## config.mk

```make
export PLATFORM = sky130hd
export DESIGN_NAME = cache_miss_fsm
export DESIGN_NICKNAME = d
export VERILOG_FILES = /design/src/cache_pkg.sv /design/src/cache_miss_fsm.sv
export SDC_FILE = /design/constraint.sdc
export NUM_CORES = 1
export LEC_CHECK = 0
export BUFFER_PORTS_ARGS = -buffer_cell sky130_fd_sc_hd__buf_4
export CORE_AREA = 2 2 80 51
export DETAILED_ROUTE_END_ITERATION = 10
export DIE_AREA = 0 0 82 53
export PLACE_DENSITY_LB_ADDON = 0.25
export RECOVER_POWER = 100
export SYNTH_ARGS = -nofsm -noshare
export SYNTH_HDL_FRONTEND = slang
export SYNTH_SLANG_ARGS = --single-unit
```

## constraint.sdc

```tcl
create_clock -name clk -period 1.45 [get_ports clk]
set_input_delay 0.435 -clock clk [delete_from_list [all_inputs] [get_ports clk]]
set_output_delay 0.435 -clock clk [all_outputs]
set_load 0.02 [all_outputs]
```

## src/cache_pkg.sv

```systemverilog
`default_nettype none

package cache_pkg;

    // cpu side
    localparam int ADDR_W     = 32;
    localparam int WORD_W     = 32;
    localparam int BE_W       = WORD_W / 8;

    // line geometry
    localparam int LINE_WORDS = 8;
    localparam int OFFSET_W   = 3;
    localparam int BYTE_OFF_W = 2;
    localparam int LINE_W     = LINE_WORDS * WORD_W;
    localparam int LINE_BE_W  = LINE_W / 8;

    typedef logic [WORD_W-1:0]    word_t;
    typedef logic [BE_W-1:0]      be_t;
    typedef logic [LINE_W-1:0]    line_t;
    typedef logic [LINE_BE_W-1:0] line_be_t;

    // be of zero is a read
    typedef struct packed {
        logic               en;
        be_t                be;
        logic [ADDR_W-1:0]  addr;
        word_t              wdata;
    } cpu_req_t;

    // victim line going back to memory, addr is line aligned
    typedef struct packed {
        logic [ADDR_W-1:0]  addr;
        line_t              data;
    } mem_wb_t;

    typedef enum logic [1:0] {
        MISS_IDLE = 2'd0,
        MISS_REQ  = 2'd1,
        MISS_FILL = 2'd2,
        MISS_DONE = 2'd3
    } miss_state_e;

endpackage

`default_nettype wire
```

## src/cache_miss_fsm.sv

```systemverilog
`timescale 1ns/1ns
`default_nettype none

module cache_miss_fsm (
    input  logic                         clk,
    input  logic                         rst,
    input  logic                         miss_i,
    input  logic [cache_pkg::ADDR_W-1:0] line_addr_i,
    input  logic                         victim_dirty_i,
    input  logic                         rd_accept_i,
    input  logic                         fill_i,
    output logic                         rd_req_o,
    output logic [cache_pkg::ADDR_W-1:0] rd_addr_o,
    output logic                         evict_o
);

    cache_pkg::miss_state_e state_q;

    always_ff @(posedge clk) begin
        if (rst) begin
            state_q   <= cache_pkg::MISS_IDLE;
            rd_req_o  <= 1'b0;
            rd_addr_o <= '0;
            evict_o   <= 1'b0;
        end else begin
            // single cycle pulse
            evict_o <= 1'b0;
            case (state_q)
                cache_pkg::MISS_IDLE: begin
                    if (miss_i) begin
                        state_q   <= cache_pkg::MISS_REQ;
                        rd_req_o  <= 1'b1;
                        rd_addr_o <= line_addr_i;
                        evict_o   <= victim_dirty_i;
                    end
                end
                cache_pkg::MISS_REQ: begin
                    // hold until memory takes it
                    if (rd_accept_i) begin
                        state_q  <= cache_pkg::MISS_FILL;
                        rd_req_o <= 1'b0;
                    end
                end
                cache_pkg::MISS_FILL: begin
                    if (fill_i) begin
                        state_q <= cache_pkg::MISS_DONE;
                    end
                end
                cache_pkg::MISS_DONE: begin
                    // held request hits here and stall drops
                    state_q <= cache_pkg::MISS_IDLE;
                end
                default: begin
                    state_q  <= cache_pkg::MISS_IDLE;
                    rd_req_o <= 1'b0;
                end
            endcase
        end
    end

    assert property (@(posedge clk) disable iff (rst)
        rd_req_o && !rd_accept_i |=> rd_req_o && $stable(rd_addr_o))
        else $error("refill request dropped or moved before accept");

endmodule

`default_nettype wire

```

==> run metrics <==
total power=3.03 mW; IO buf count=between 70 and 80; Finished Layout Cells=284; Yosys cell types=21; first drt pass iteration count=4; vias per std cell=between 4 and 5; Clock transition at path regs=~70 ps; Post-CTS Setup Bufs=0; leakage=~0.8 nW; Setup Crit Path Kind=flop to primary output; global-route wire length before repair=between 5000 and 6000 um; area share of the leading cell type in the synthesized netlist=approximately half; VDD IR max=a little over 0.6 mV; Post-DRT Antenna Nets=0; share of post-route cells with drive strength above 1=between 20% and 30%; CTS tree=yes; setup violators final=0; GRT Residual Overflow=0; Syn Std Cell Area=around 1400 um^2; crit path DAT=about 900 ps; #FFs+latches synth=36; top cells by area, synth=dfxtp_1 (52%), nand2_1 (17%), a21oi_1 (8.9%), a21oi_2 (5.6%), buf_8 (3.2%); CP Data Required Time=1020 ps; H-tree levels=2; most used flip-flop cell after synthesis=dfxtp_1; final hold vios=0; largest net degree at the start of global routing=25; DP Area=1950 um^2; Top delay family on crit path=flip-flops; PwrDens=roughly 1600 nW/um^2; placed cells=277; status=complete, no violations; Routed WL=roughly 3500 um; unrepaired setup endpoints after global routing=false; vias in the first global route=1,204; Num CTS Buffers=5; Hold WC Path Type=input port to flop; Starting Density=slightly below 40%; Synth async-reset ratio=0%; worst path bufs/invs=1; Max FO, Critical Path=3; period utilization=approximately 92%; Worst path slowest cell=dfxtp_1; mean post-synth cell area=between 8 and 9 um^2; Die Width=approximately 80 um; clk buf depth=2; Post-Syn Nets=around 210; Max Cap Viol=0; die area=approximately 4300 um^2; Clk Latency, worst-skew pair=~290 ps; Critical Path, Cell by Cell=clkbuf_1; initial antenna violation count=0; GRT Util Overall=about 17%; DRC=0; Max transition margin=80.5%; cell taking the most area after synthesis=dfxtp_1; Critical Path End Type=primary output; n_diodes=0; DR WL/cell=approximately 12 um; setup TNS=0 ps; Max Clk Rate=around 750 MHz; I/O pin count=72; CP peak stage delay=350 ps; HPWL after DPL=about 2500 um; gpl congestion=0.732; initial drt markers=61; Ys Warns=0; worst slew pin tran=roughly 290 ps; critical path startpoint category=flop; Nets=roughly 280; Finished Cell Area=approximately 1900 um^2; gate count of the mapped netlist=~170; Tmin final=around 1300 ps; final core utilization=between 50% and 60%; DIE HEIGHT=53 um; EDFF count, synth=0; Clock Sinks=36; Vias=1,274; clk_skew=2.14 ps; max-slew violation count=0; Root Buffer=clkbuf_8; Seq/Total Area, Yosys=about half; Layout area overhead=35.0%; CORE AREA=about 3600 um^2; row count=17
==> through the flow <==
step | setup WS [ps] | hold slack (ps)
floorplan | 196 | 465
global placement | 161 | 443
detailed placement | 101 | 449
CTS | 91.0 | 386
global route | 13.6 | 381
finish | 119 | 390
==> sequential cells by signal, indices dropped and copies added, names as in the netlist <==
register   flops
rd_addr_o     32
state_q        2
evict_o        1
rd_req_o       1
==> final cells by class <==
type                    count  area (um^2)
clock inverters             1         5.00
repair buffers             76          455
multi-input cells         114          558
fillers                   385         1690
well taps                  47         58.8
inverters                   4         15.0
clock buffers               6         72.6
flip-flops and latches     36          723
==> report_power, final <==
group          switching [mW]  internal (mW)
Combinational           0.685          0.365
Clock                   0.342          0.326
Sequential              0.111           1.20
==> kinds of logic (layout without fill, tap and decap cells) <==
kind of cell	Yosys count	in the layout	synth area share (%)
flip-flops	36	36	51.5
multiplexers	1	1	0.716
adder cells (fa/ha/maj)	3	3	2.68
AND/OR/NAND/NOR	72	72	20.5
buffers and inverters	15	87	7.51
AO/OA/AOI/OAI	38	38	17.1
==> worst min-delay path: cells and delay by family <==
family	cells	cell delay [ps]
buffers and inverters	1	110
AOI/OAI and AO/OA	1	50
and+or+nand+nor	1	40
==> final timing paths <==
path | depth (start not counted) | slack, ps | from | endpoint
max | 1 | 120 | rd_req_o$_SDFFE_PP0P_ | rd_req_o
min reg2reg | 2 | 450 | rd_addr_o[20]$_SDFFE_PP0P_ | rd_addr_o[20]$_SDFFE_PP0P_
min | 3 | 390 | line_addr_i[10] | rd_addr_o[10]$_SDFFE_PP0P_
max reg2reg | 5 | 130 | state_q[0]$_SDFFE_PP0P_ | state_q[1]$_SDFFE_PP0P_
==> cell usage in the layout, fill, tap and decap left out <==
cell type / instances
nand2_1: 65
buf_4: 40
clkbuf_1: 35
dfxtp_1: 34
a21oi_1: 29
a21oi_2: 5
clkbuf_8: 5
inv_1: 4
nand2b_1: 3
ha_1: 3
dfxtp_2: 2
and2_1: 1
nor2b_1: 1
a221oi_2: 1
nor2_1: 1
o21a_1: 1
o21ai_0: 1
o21bai_1: 1
nor3b_1: 1
mux2i_1: 1
clkinv_2: 1
clkbuf_4: 1
buf_12: 1
==> metal layers <==
layer / vias up / GRT usage (%) / wire length, um
met1: 570 / 22.8 / 1700
met5: - / 0 / 0
met2: 36 / 24.1 / 1490
met4: 0 / 5.83 / 12
li1: 666 / - / -
met3: 2 / 7.68 / 254
==> Yosys cell counts, drive strengths merged (3+ instances only) <==
cell type and number:
nand2 65, dfxtp 36, a21oi 34, buf 8, inv 4, clkbuf 3, ha 3, nand2b 3
==> timing repair <==
action	CTS	global route
hold buffers	0	0
endpoints found under the hold margin	0	0
resized for setup	0	2
endpoints found under the setup margin	0	1
Note: power is estimated with default switching activity, not from simulation.
